$ cat src/verilog/mips_pkg.sv
`default_nettype none

package mips_pkg;

    // one machine word, used for instructions and addresses
    typedef logic [31:0] word_t;

    // exception cause vector carried next to each fetched instruction
    typedef logic [31:0] except_t;

    // address error on load, raised here for a misaligned fetch
    localparam int EXC_ADEL_BIT = 14;

    // bus size codes
    localparam logic [1:0] SIZE_BYTE = 2'b00;
    localparam logic [1:0] SIZE_HALF = 2'b01;
    localparam logic [1:0] SIZE_WORD = 2'b10;

    // start address when the top level does not override it
    localparam word_t DEFAULT_RESET_PC = 32'h0000_0000;

endpackage

`default_nettype wire

$ cat src/verilog/pc_gen.sv
`timescale 1ns/1ps
`default_nettype none

module pc_gen #(
    parameter mips_pkg::word_t RESET_PC = mips_pkg::DEFAULT_RESET_PC
) (
    input  wire logic            clk,
    input  wire logic            rst_n,
    input  wire logic            redirect,
    input  wire mips_pkg::word_t redirect_pc,
    input  wire logic            done,
    input  wire logic            fault,
    output mips_pkg::word_t      fetch_addr
);

    // redirect seen while a fetch was in flight
    logic            pend_valid;
    mips_pkg::word_t pend_pc;
    // set after a fault, cleared by the next redirect
    logic            frozen;

    always_ff @(posedge clk) begin
        if (!rst_n) begin
            fetch_addr <= RESET_PC;
            pend_valid <= 1'b0;
            frozen     <= 1'b0;
        end else begin
            if (frozen) begin
                // nothing in flight, so take the target right away
                if (redirect) begin
                    fetch_addr <= redirect_pc;
                    frozen     <= 1'b0;
                end
            end else if (done) begin
                // newest target wins
                if (redirect) begin
                    fetch_addr <= redirect_pc;
                end else if (pend_valid) begin
                    fetch_addr <= pend_pc;
                end else if (fault) begin
                    frozen <= 1'b1;
                end else begin
                    fetch_addr <= fetch_addr + 32'd4;
                end
                pend_valid <= 1'b0;
            end else if (redirect) begin
                pend_valid <= 1'b1;
            end
        end
    end

    // target register, only meaningful while pend_valid is set
    always_ff @(posedge clk) begin
        if (redirect) begin
            pend_pc <= redirect_pc;
        end
    end

endmodule

`default_nettype wire
$ cat config.mk
export PLATFORM = sky130hd
export DESIGN_NAME = pc_gen
export DESIGN_NICKNAME = d
export VERILOG_FILES = /design/src/verilog/mips_pkg.sv /design/src/verilog/pc_gen.sv
export SDC_FILE = /design/constraint.sdc
export NUM_CORES = 1
export LEC_CHECK = 0
export BUFFER_PORTS_ARGS = -buffer_cell sky130_fd_sc_hd__buf_2
export CAP_MARGIN = 15
export CELL_PAD_IN_SITES_DETAIL_PLACEMENT = 0
export CELL_PAD_IN_SITES_GLOBAL_PLACEMENT = 1
export CORE_AREA = 8 8 126 82
export CTS_CLUSTER_SIZE = 28
export DETAILED_ROUTE_END_ITERATION = 16
export DIE_AREA = 0 0 134 90
export GPL_TIMING_DRIVEN = 1
export PLACE_DENSITY = 0.85
export SYNTH_ARGS = -nofsm -noshare
export SYNTH_HDL_FRONTEND = slang
export SYNTH_SLANG_ARGS = --single-unit
$ cat constraint.sdc
create_clock -name clk -period 2.7 [get_ports clk]
set_input_delay 0.135 -clock clk [delete_from_list [all_inputs] [get_ports clk]]
set_output_delay 0.135 -clock clk [all_outputs]
set_load 0.01 [all_outputs]
==> metrics <==
R2R Setup Slk=just over 0.5 ns; period utilization=80.81%; CP required=between 2 and 3 ns; mapped cell area=roughly 3400 um2; # IOs=69; global-route wire length before repair=17.62 mm; Hold Path Sink=pend_valid; Sequential Power Share=a little over two fifths; clock root buffer=clkbuf_16; worst hold path type=primary input to flop; endpoint class of the critical path=flop; Die Ht=about 90 um; gr usage total=between 10% and 20%; xor/xnor cell area share of the yosys netlist=2.289%; Ys Warns=0; dpl cell area=approximately 4000 um2; share of cells above drive strength 1=between 20% and 30%; vias per cell=5.722; Comb power frac=between 10% and 20%; final core occ=51.94%; Worst Setup Slack, final=just over 0.5 ns; Clk Latency, worst-skew pair=0.34 ns; main combinational cell family by area after synthesis=compound AO/OA/AOI/OAI gates; Slew Viols, Final=0; Crit Reg-Reg Endpoint=fetch_addr[20]; crit path DAT=2.42 ns; fill cell count=between 800 and 900; status=complete, no violations; power density cells=just over 600 nW/um2; Die X=between 100 and 150 um; Internal=2.013 mW; vias in the first global route=3276; most frequent cells after synthesis=a21oi_1 (37), nand2_1 (37), dfxtp_1 (34), edfxtp_1 (32), o21ai_0 (31); DR WL/cell=between 15 and 20 um; port bufs=68; RSZ-0062 raised after global routing=false; LEAKAGE=about 1.7 nW; Multi-input gate area=~1600 um2; floorplan row count=27; crit path time final=approximately 2.2 ns; Top FF cell, synth=dfxtp_1; DRC violations left=0; hold path startpoint=done; via count=3330; Initial DRC Count=316; final setup vio count=0; Clock Skew=just under 0.006 ns; First-pass DRT Iterations=5; Post-synth ARST share=0%; post-synthesis mux area share=a little over 2%; gp weighted congestion=around 0.86; Startpoint Class=flop; sequential area share after synthesis=roughly 48%; DP Wirelength=about 7.5 mm; Starting Density=about 40%; post-route cell area=approximately 4500 um2; cells after synthesis=between 300 and 400; postcts setup bufs=0; most used cell, CP=or3_1; FF-to-FF path depth=5; Register Area=roughly 1600 um2; syn_nets=a little over 400; Nets=about 500; CP max stage delay=0.53 ns; CTS sink count=between 60 and 70; area delta synth->final=29.94%; Post-synth EDFFs=32; switching share of power=between 20% and 30%; post-layout power=approximately 2.7 mW; total die area=~12000 um2; FMAX=around 0.46 GHz; cell taking the most area after synthesis=edfxtp_1; Worst Setup SP=fetch_addr[2]; adder-cell share of the synthesized area=0.3634%; Max-Cap Viols=0; power share of the clock group=approximately two fifths; Setup Total Neg Slack=0 ns; distinct cell type count after synthesis=65; largest net degree at the start of global routing=35; clock tree from TritonCTS=yes; pre-CTS setup slack=around 0.57 ns; hold depth=2; NetSw=0.7140 mW; maximum vdd drop=0.3223 mV; share of the synthesized area in the top cell type=between 20% and 30%; critical path class=flop to flop; Crit-path slowest cell=or3_1; post-route ant nets=0; Inserted Diodes=0; Routed WL=between 10 and 15 mm; hold buffer count at cts=29; PostCTS Resize Cnt=0; CTS clock-pin slew for the worst setup and hold paths=around 0.050 ns; global route overflow=0; initial antenna violation count=0; Reg2Reg Launch Point=fetch_addr[2]; dominant cells by area after synthesis=edfxtp_1 (28%), dfxtp_1 (20%), a21oi_1 (5.4%), o21ai_0 (4.5%), nand2_1 (4.0%); Clock Tree Buf Depth=2; crit-path cells=ha_1 > nand4_1 > or3_1 > or3_1 > a32o_1; worst-path fanout max=7; final hold vios=0; FF+latch count, synth=66; clock buffer count from CTS=9; Core Footprint=approximately 8600 um2; worst slew pin tran=between 0.5 and 0.6 ns; CTS H-tree lvls=3; post-synthesis average cell area=9.408 um2; Slew HR=roughly 60%; compound-cell area share of the yosys netlist=24.31%; simple-gate portion of the synthesized area=between 10% and 20%
worst max path at each step:
stage	end	slack [ns]	depth (start not counted)
after global routing	fetch_addr[30]	0.39	6
after detailed placement	fetch_addr[20]	0.57	5
final	fetch_addr[20]	0.52	5
after CTS	fetch_addr[20]	0.55	5
after floorplan	fetch_addr[20]	0.70	6
after global placement	fetch_addr[20]	0.68	5
routing by layer:
| metal | part of all wire (%) | global-route usage, % | wire (um) |
|---|---|---|---|
| met1 | 48 | 25.28 | 5266 |
| met2 | 43 | 26.26 | 4663 |
| met3 | 7.8 | 7.056 | 852 |
| met4 | 0.74 | 4.465 | 80 |
| met5 | 0 | 0 | 0 |
final cells by class:
type	instances	share of cell area, %
clock buffers	12	5.285
clock inverters	4	0.9508
inverters	10	0.8389
multi-input cells	264	36.44
flip-flops and latches	66	36.69
well taps	116	3.244
repair buffers	110	16.55
power by group through the flow:
stage	clock network (mW)	registers (mW)	logic, mW
3_5_place_dp	0	1.22	0.365
4_1_cts	1.15	1.20	0.400
6_report	1.13	1.20	0.400
2_1_floorplan	0	1.22	0.199
5_1_grt	1.18	1.21	0.440
3_3_place_gp	0	1.21	0.357
sequential cells by signal, indices dropped and copies added, names as in the netlist:
register,cells
pend_valid,1
pend_pc,32
fetch_addr,32
frozen,1
worst max-delay path, delay by kind of cell (launching register included):
family / cells / cell delay (ns)
compound gates: 1 / 0.24
simple gates: 3 / 1.17
fa+ha+maj: 1 / 0.24
flops: 1 / 0.42
metrics by stage:
step                instances  hold WS (ns)
CTS                       582     0.0008128
finish                    582      0.008723
floorplan                 366        0.2143
detailed placement        537        0.3294
global placement          537        0.3273
global route              582       0.01424
cell families (layout without fill, tap and decap cells):
logic type	Yosys count	after routing
compound gates	129	129
buf+inv	36	136
simple gates	118	118
xor+xnor	9	9
mux	7	7
fa+ha+maj	1	1
flops	66	66
placed cells by master, fill, tap and decap left out, types with 5 or more instances in the layout:
cell type       n
buf_2          68
nand2_1        37
a21oi_1        37
dfxtp_1        34
edfxtp_1       32
o21ai_0        31
dlygate4sd3_1  29
nand3_1        20
a211oi_1       13
nor2_1         13
buf_4          12
o211ai_1       10
inv_1           9
clkbuf_16       9
nand4_1         8
or3_1           7
mux2i_1         6
xor2_1          5
a31oi_1         5
nor3_1          5
No activity file was read; power rests on OpenSTA's default activity.
