--- src/verilog/mips_pkg.sv ---
`default_nettype none

package mips_pkg;

    // one machine word, used for instructions and addresses
    typedef logic [31:0] word_t;

    // exception cause vector carried next to each fetched instruction
    typedef logic [31:0] except_t;

    // address error on load, raised here for a misaligned fetch
    localparam int EXC_ADEL_BIT = 14;

    // bus size codes
    localparam logic [1:0] SIZE_BYTE = 2'b00;
    localparam logic [1:0] SIZE_HALF = 2'b01;
    localparam logic [1:0] SIZE_WORD = 2'b10;

    // start address when the top level does not override it
    localparam word_t DEFAULT_RESET_PC = 32'h0000_0000;

endpackage

`default_nettype wire

--- src/verilog/inst_bus_if.sv ---
`timescale 1ns/1ps
`default_nettype none

interface inst_bus_if;

    // request side
    logic            req;
    logic            wr;
    logic [1:0]      size;
    mips_pkg::word_t addr;
    mips_pkg::word_t wdata;

    // response side
    mips_pkg::word_t rdata;
    logic            addr_ok;
    logic            data_ok;

    // fetch unit side
    modport master (
        output req, wr, size, addr, wdata,
        input  rdata, addr_ok, data_ok
    );

    // memory side
    modport slave (
        input  req, wr, size, addr, wdata,
        output rdata, addr_ok, data_ok
    );

endinterface

`default_nettype wire

--- src/verilog/ifetch.sv ---
`timescale 1ns/1ps
`default_nettype none

module ifetch (
    input  wire logic            clk,
    input  wire logic            rst_n,
    input  wire mips_pkg::word_t fetch_addr,
    inst_bus_if.master           bus,
    output logic                 done,
    output logic                 fault,
    output logic                 inst_valid,
    output mips_pkg::word_t      inst,
    output mips_pkg::word_t      pc,
    output mips_pkg::except_t    except_type
);

    localparam mips_pkg::except_t ADEL_VEC = mips_pkg::except_t'(1) << mips_pkg::EXC_ADEL_BIT;

    typedef enum logic [1:0] {
        S_IDLE,
        S_WAIT_ADDR,
        S_WAIT_DATA
    } state_t;

    state_t          state;
    logic            misaligned;
    logic            accept;
    logic            got_data;
    logic            fault_now;
    // pc already holds the faulted address
    logic            fault_seen;
    mips_pkg::word_t acc_addr;

    assign misaligned = fetch_addr[1:0] != 2'b00;
    assign accept     = bus.req && bus.addr_ok;
    assign got_data   = state == S_WAIT_DATA && bus.data_ok;

    // one fault per misaligned address, raised straight from idle
    assign fault_now = state == S_IDLE && misaligned && !(fault_seen && fetch_addr == pc);

    // read-only word fetches
    assign bus.req   = (state == S_IDLE || state == S_WAIT_ADDR) && !misaligned;
    assign bus.wr    = 1'b0;
    assign bus.size  = mips_pkg::SIZE_WORD;
    assign bus.addr  = fetch_addr;
    assign bus.wdata = '0;

    assign done  = got_data || fault_now;
    assign fault = fault_now;

    always_ff @(posedge clk) begin
        if (!rst_n) begin
            state       <= S_IDLE;
            inst_valid  <= 1'b0;
            except_type <= '0;
            fault_seen  <= 1'b0;
        end else begin
            inst_valid <= done;
            case (state)
                S_IDLE: begin
                    if (bus.req) begin
                        state <= bus.addr_ok ? S_WAIT_DATA : S_WAIT_ADDR;
                    end
                end
                S_WAIT_ADDR: begin
                    if (bus.addr_ok) begin
                        state <= S_WAIT_DATA;
                    end
                end
                S_WAIT_DATA: begin
                    if (bus.data_ok) begin
                        state <= S_IDLE;
                    end
                end
                default: state <= S_IDLE;
            endcase
            if (got_data) begin
                except_type <= '0;
                fault_seen  <= 1'b0;
            end else if (fault_now) begin
                except_type <= ADEL_VEC;
                fault_seen  <= 1'b1;
            end
        end
    end

    // payload, qualified by inst_valid
    always_ff @(posedge clk) begin
        if (accept) begin
            acc_addr <= fetch_addr;
        end
        if (got_data) begin
            inst <= bus.rdata;
            pc   <= acc_addr;
        end else if (fault_now) begin
            inst <= '0;
            pc   <= fetch_addr;
        end
    end

endmodule

`default_nettype wire

--- src/flat_wrapper.sv ---
// flat-port wrapper written by rule: the top's interface ports become plain ports
module ifetch_flat 
  (clk, rst_n, fetch_addr, done, fault, inst_valid, inst, pc, except_type, bus_req, bus_wr, bus_size, bus_addr, bus_wdata, bus_rdata, bus_addr_ok, bus_data_ok);
  inst_bus_if bus_i ();
  input  wire logic clk;
  input  wire logic rst_n;
  input  wire mips_pkg::word_t fetch_addr;
  output logic done;
  output logic fault;
  output logic inst_valid;
  output mips_pkg::word_t inst;
  output mips_pkg::word_t pc;
  output mips_pkg::except_t except_type;
  output wire logic [$bits(bus_i.req)-1:0] bus_req;
  output wire logic [$bits(bus_i.wr)-1:0] bus_wr;
  output wire logic [$bits(bus_i.size)-1:0] bus_size;
  output wire logic [$bits(bus_i.addr)-1:0] bus_addr;
  output wire logic [$bits(bus_i.wdata)-1:0] bus_wdata;
  input wire logic [$bits(bus_i.rdata)-1:0] bus_rdata;
  input wire logic [$bits(bus_i.addr_ok)-1:0] bus_addr_ok;
  input wire logic [$bits(bus_i.data_ok)-1:0] bus_data_ok;
  assign bus_req = bus_i.req;
  assign bus_wr = bus_i.wr;
  assign bus_size = bus_i.size;
  assign bus_addr = bus_i.addr;
  assign bus_wdata = bus_i.wdata;
  assign bus_i.rdata = bus_rdata;
  assign bus_i.addr_ok = bus_addr_ok;
  assign bus_i.data_ok = bus_data_ok;
  ifetch u_core (.clk(clk), .rst_n(rst_n), .fetch_addr(fetch_addr), .bus(bus_i), .done(done), .fault(fault), .inst_valid(inst_valid), .inst(inst), .pc(pc), .except_type(except_type));
endmodule
--- config.mk ---
export PLATFORM = sky130hd
export DESIGN_NAME = ifetch_flat
export DESIGN_NICKNAME = d
export VERILOG_FILES = /design/src/verilog/mips_pkg.sv /design/src/verilog/inst_bus_if.sv /design/src/verilog/ifetch.sv /design/src/flat_wrapper.sv
export SDC_FILE = /design/constraint.sdc
export NUM_CORES = 1
export LEC_CHECK = 0
export ABC_CLOCK_PERIOD_IN_PS = 4200
export BUFFER_PORTS_ARGS = -buffer_cell sky130_fd_sc_hd__buf_4
export CORE_MARGIN = 2
export CORE_UTILIZATION = 40
export DETAILED_ROUTE_END_ITERATION = 10
export HOLD_SLACK_MARGIN = 0.15
export MAX_ROUTING_LAYER = met4
export PLACE_DENSITY = 0.77
export SLEW_MARGIN = 15
export SYNTH_ARGS = -nofsm -noshare
export SYNTH_HDL_FRONTEND = slang
export SYNTH_SLANG_ARGS = --single-unit
export TNS_END_PERCENT = 5
--- constraint.sdc ---
create_clock -name clk -period 4.2 [get_ports clk]
set_clock_uncertainty 0.05 [all_clocks]
set_input_delay 0.21 -clock clk [delete_from_list [all_inputs] [get_ports clk]]
set_output_delay 0.21 -clock clk [all_outputs]
set_load 0.02 [all_outputs]
==> metrics.cfg, run 1 <==
[logic_synthesis]
yosysSeqAreaShare_pct=61.57
synth_area_per_cell_sq_um=11.97
yosys_register_bits=100
synth.distinct_cells=23
postSynthCellCount=402
synth_warnings=0
netlist_area_sq_um=4812

[clocking]
post_cts.repair.setup_buffers=0
clock-sinks=100
cts_resized=0
clockRootBuffer=clkbuf_16
htree_levels=3
clk_path_buf_depth=2
clk_pin_slew_ns=0.07
cts_tree=done
cts_inserted_buffers=9
clk_latency_ns=0.35
hold_buffers=68

[layout]
area_growth_syn_to_layout_pct=39.73
fillers=979
diodes=0
nets=674
multiInputGateArea_sq_um=1313
layout_common_cells=buf_4 (171), nand2_1 (97), edfxtp_1 (96)
regArea_sq_um=2963
fin_cells=758
mostFrequentLayoutCell=buf_4
drive_gt1_share_pct=31.91

[pwr]
total_power_uw=2587
p_leak_uw=0.003017
power.density_nw_per_um2=384.7
ir_drop_v=0.0002068

[placed_design]
post-place-ws_ns=1.509
hpwl_um=6992
io_buffers=168
globalplace.congestion=0.7412
placed_cells=674

[detailed_routing]
via_per_inst=4.298
wl_met1_um=4197
maxUsedRoutingLayer=met4
drtAntennaViolNets=0
drtIter0Drc=150
wl_met2_um=5716
wl_per_cell_um=14.13
wl_um=10710
num_vias=3258
drc_errors=0
drtPass1Iterations=5
wl_met3_um=570

[timing]
max_slew_margin_pct=43.81
min_period_ns=2.740
fin_crit_sh_pct=65.23
whs_ns=0.4580
tightest_slew_ns=0.8428
finalHoldViolCount=0
fin_setup_tns_ns=0
slew_viol_final=0
grt_setup_unrepaired=no
clock.fmax_mhz=365.0
layout_setup_ws_ns=1.460
setup_viol=0

[worst_setup_path]
crit_chain=dlygate4sd3_1 -> buf_4 -> xor2_1 -> nor4_2 -> nand3_1 -> nor4_2 -> a21oi_4 -> buf_4
rr_worst_depth=6
cpPeakStageDelay_ns=0.55
cp_num_cells=8
crit_path_start_kind=primary input
critPathMaxFanout=23
arrival_ns=2.48
critPathTopFamily=buffers and inverters
cp-end-kind=primary output
crit_path_top_delay_cell=dlygate4sd3_1
required_ns=3.94
path_buf_inv=3
crit_type=in -> out

[die]
rows=40
initial_core_util_pct=40.57
dieArea_sq_um=12920
ioPinCount=235
die_w_um=113.7
die_h_um=113.7
core_area_sq_um=11860

[min_path]
hold_path.class=reg -> reg
hold_depth=2

[status]
status=complete, no violations

[grt]
grt_pass1_wl_um=15620
antenna_found_initial=0
grt_start_max_net_pins=66
grt.overflow.total=0
grt_usage_pct=16.28
grt_pass1_vias=3100

[flow_run]
max-cap-violations=0

## per-layer routing
metal,track usage (%),vias up
met1,17.32,1540
li1,-,1575
met2,29.26,131
met4,6.179,0
met3,4.038,12
met5,-,-
## registers in the layout, summed over array words and instances (netlist names)
name,count
u_core.inst_valid,1
u_core.inst,32
u_core.fault_seen,1
u_core.pc,32
u_core.acc_addr,32
u_core.state,2
## power by group
part           internal (uW)  switching [uW]  total, uW
logic                    222             312        534
registers               1190            38.6       1230
clock network            468             358        826
total                   1880             709       2590
## kinds of logic after synthesis
kind of cell	count (synthesis)	share of synthesized area [%]
multiplexers	1	0.2080
other	2	0.1561
AND/OR/NAND/NOR	154	15.39
buffers and inverters	110	16.43
AO/OA/AOI/OAI	3	0.4158
flip-flops	100	61.57
XOR/XNOR	32	5.824
## cell type report
class	instances	share of cell area, %
clock buffer	10	3.405
sequential	100	44.06
tap	147	2.735
timing repair buffer	239	29.21
multi-input combinational	256	19.52
clock inverter	6	1.061
## worst register-to-register path: stages (launching register included)
cell and delay [ns]:
edfxtp_1 0.41, xor2_1 0.27, nor4_2 0.08, nand4_1 0.14, nor4_2 0.09, a21oi_4 0.57, buf_4 0.61
## path summary, 6_finish.rpt
kind,slack (ns),end,from
min reg2reg,0.46,u_core.pc[5],u_core.acc_addr[5]
max reg2reg,1.57,u_core.inst[16],u_core.pc[31]
max,1.46,done,fetch_addr[11]
min,0.46,u_core.pc[5],u_core.acc_addr[5]
## cells in the mapped netlist, drive strengths merged
cell    count  area (sq um)
a21oi       1         5.000
and2       33         206.5
and3b       1         8.760
buf       104         768.2
clkbuf      6         22.52
conb        2         7.510
dfxtp       4         80.08
edfxtp     96          2883
mux2i       1         10.01
nand2      97         364.1
nand3       2         10.01
nand3b      1         7.510
nand4       1         6.260
nor2        5         18.77
nor3        5         25.02
nor4        8         87.58
o211a       1         10.01
o21ai       1         5.000
or3         1         6.260
xnor2       1         8.760
xor2       31         271.5
## stage by stage
step           instance area [sq um]  util [%]
3_3_place_gp                    5743     48.42
6_report                        6724     56.69
2_1_floorplan                   5056         -
5_1_grt                         6724     56.69
3_5_place_dp                    5743     48.42
4_1_cts                         6724     56.69
Note: power is estimated with default switching activity, not from simulation.
==> run 2: changes to the inputs <==
Settings changed: ABC_CLOCK_PERIOD_IN_PS 4200 to 2300.
Clock period 4.2 ns to 2.3 ns, I/O delays scaled along.
==> run 2 against run 1 <==
Worst hold slack got worse by 0.18 ns. Routed wire length increased by 3.6%. Largest cell class unchanged. Register-to-register slack got worse by 1.5 ns. The flow now finishes with violations (setup timing). Combinational power increased by 95%. Critical path type unchanged. Sequential share of layout area decreased by 0.77 points.
==> metrics.cfg, run 2 (synthesized netlist as in run 1, its figures left out) <==
[placed_design]
post-place-ws_ns=-0.1142  ; -1.623 ns
io_buffers=168  ; unchanged
globalplace.congestion=0.7585  ; +2.3%
hpwl_um=7358  ; +5.2%

[timing]
min_period_ns=2.310
slew_viol_final=0  ; unchanged
tightest_slew_ns=0.6084  ; -0.2344 ns
clock.fmax_mhz=432.9
finalHoldViolCount=0  ; unchanged
fin_crit_sh_pct=100.4
max_slew_margin_pct=59.44  ; +16 points
grt_setup_unrepaired=yes
setup_viol=1  ; +1
layout_setup_ws_ns=-0.01016  ; -1.470 ns

[pwr]
p_leak_uw=0.003078  ; +2.0%
power.density_nw_per_um2=674.9  ; +75%
ir_drop_v=0.0004325  ; +110%
total_power_uw=4619  ; +79%

[layout]
top_regs=u_core.acc_addr: 32 flops, u_core.inst: 32 flops, u_core.pc: 32 flops
diodes=0  ; unchanged
area_growth_syn_to_layout_pct=42.23
mostFrequentLayoutCell=buf_4
layout_common_cells=buf_4 (174), nand2_1 (97), edfxtp_1 (96)
fillers=947  ; -3.3%
nets=685  ; +1.6%
drive_gt1_share_pct=32.85  ; +0.94 points

[grt]
grt_start_max_net_pins=66  ; unchanged
antenna_found_initial=0  ; unchanged
grt_pass1_wl_um=16640  ; +6.5%
grt_usage_pct=17.36  ; +1.1 points
grt_pass1_vias=3209  ; +3.5%
grt.overflow.total=0  ; unchanged

[die]
core_area_sq_um=11860  ; unchanged
rows=40  ; unchanged
dieArea_sq_um=12920  ; unchanged
die_h_um=113.7  ; unchanged
die_w_um=113.7  ; unchanged
ioPinCount=235  ; unchanged
initial_core_util_pct=40.57  ; unchanged

[worst_setup_path]
crit_path_start_kind=primary input
cpPeakStageDelay_ns=0.57  ; +0.02 ns
path_buf_inv=3  ; unchanged
crit_path_top_delay_cell=dlygate4sd3_1
critPathMaxFanout=4  ; -83%
cp_num_cells=8  ; unchanged
arrival_ns=2.15  ; -0.33 ns
cp-end-kind=primary output
critPathTopFamily=buffers and inverters
crit_chain=dlygate4sd3_1 -> buf_4 -> xor2_1 -> nor4_2 -> nand3_1 -> nor4_4 -> a21oi_4 -> buf_6
rr_worst_depth=7  ; +1
crit_type=in -> out
required_ns=2.13  ; -1.81 ns

[detailed_routing]
drtPass1Iterations=4  ; -1
via_per_inst=4.320  ; +0.52%
num_vias=3318  ; +1.8%
wl_um=11090  ; +3.6%
wl_per_cell_um=14.44  ; +2.2%
drc_errors=0  ; unchanged
drtIter0Drc=216  ; +44%
drtAntennaViolNets=0  ; unchanged

[clocking]
clockRootBuffer=clkbuf_16
cts_tree=done
clk_latency_ns=0.34  ; about the same
htree_levels=3  ; unchanged
cts_inserted_buffers=9  ; unchanged
clk_path_buf_depth=2  ; unchanged
clk_pin_slew_ns=0.07  ; about the same
clock-sinks=100  ; unchanged

[min_path]
hold_path.class=in -> reg
hold_depth=4  ; +2

[flow_run]
max-cap-violations=0  ; unchanged

[status]
violations=setup timing
status=complete, but fails checks

-- run 2: changes by cell type in the layout (fill, tap and decap cells not counted), sizes merged --
cell / previous run / this run
inv: 3 / 0
bufinv: 1 / 0
clkinvlp: 2 / 1
clkinv: 0 / 4
buf: 171 / 182
-- run 2: through the flow --
stage | util [%] | hold WS (ns) | cell area (sq um) | cells | setup TNS, ns
2_1_floorplan | - | 0.1418 | 5064 | 466 | -17.58
3_3_place_gp | 49.02 | 0.2465 | 5814 | 677 | 0
3_5_place_dp | 49.02 | 0.2550 | 5814 | 677 | -5.188
4_1_cts | 57.54 | 0.2586 | 6825 | 767 | 0
5_1_grt | 57.70 | 0.3250 | 6844 | 768 | -0.6831
6_report | 57.70 | 0.2816 | 6844 | 768 | -0.01016
-- run 2: timing repair --
action | CTS | global route
resized for setup | 3 | 3
setup buffers | 7 | 1
pin swaps | 4 | 2
hold endpoints to repair | 100 | 0
hold buffers | 68 | 0
setup endpoints to repair | 50 | 55
-- run 2: final timing paths --
kind,from,end,slack (ns)
worst max-delay path,fetch_addr[24],done,-0.01
worst min-delay path,fetch_addr[1],u_core.fault_seen,0.28
worst max register to register,u_core.pc[1],u_core.inst[21],0.07
worst min register to register,u_core.acc_addr[11],u_core.pc[11],0.46
-- run 2: area by class of cell --
class	count	area (sq um)	share of cell area [%]
Sequential cell	100	2963	43.29
Timing Repair Buffer	250	2112	30.86
Multi-Input combinational cell	256	1326	19.38
Clock buffer	10	229.0	3.346
Tap cell	147	183.9	2.687
Clock inverter	5	30.03	0.4388
-- run 2: worst register-to-register path: cells and delay by family, from the launching register on --
family,cells,cell delay (ns)
buffers and inverters,2,0.32
AO/OA/AOI/OAI,1,0.09
flip-flops,1,0.41
AND/OR/NAND/NOR,3,0.93
XOR/XNOR,1,0.18
-- run 2: routing by layer --
layer	vias up	track usage, %	share of wire, %
li1	1600	-	-
met1	1570	19.92	39
met2	141	30.62	53
met3	7	3.826	6.5
met4	0	5.122	1.3
met5	-	-	0
-- run 2: power breakdown --
part	internal (uW)	leakage, uW	switching (uW)
combinational	448	0.00196	588
sequential	2170	0.000991	69.3
clock	722	0.000126	624
total	3340	0.00308	1280
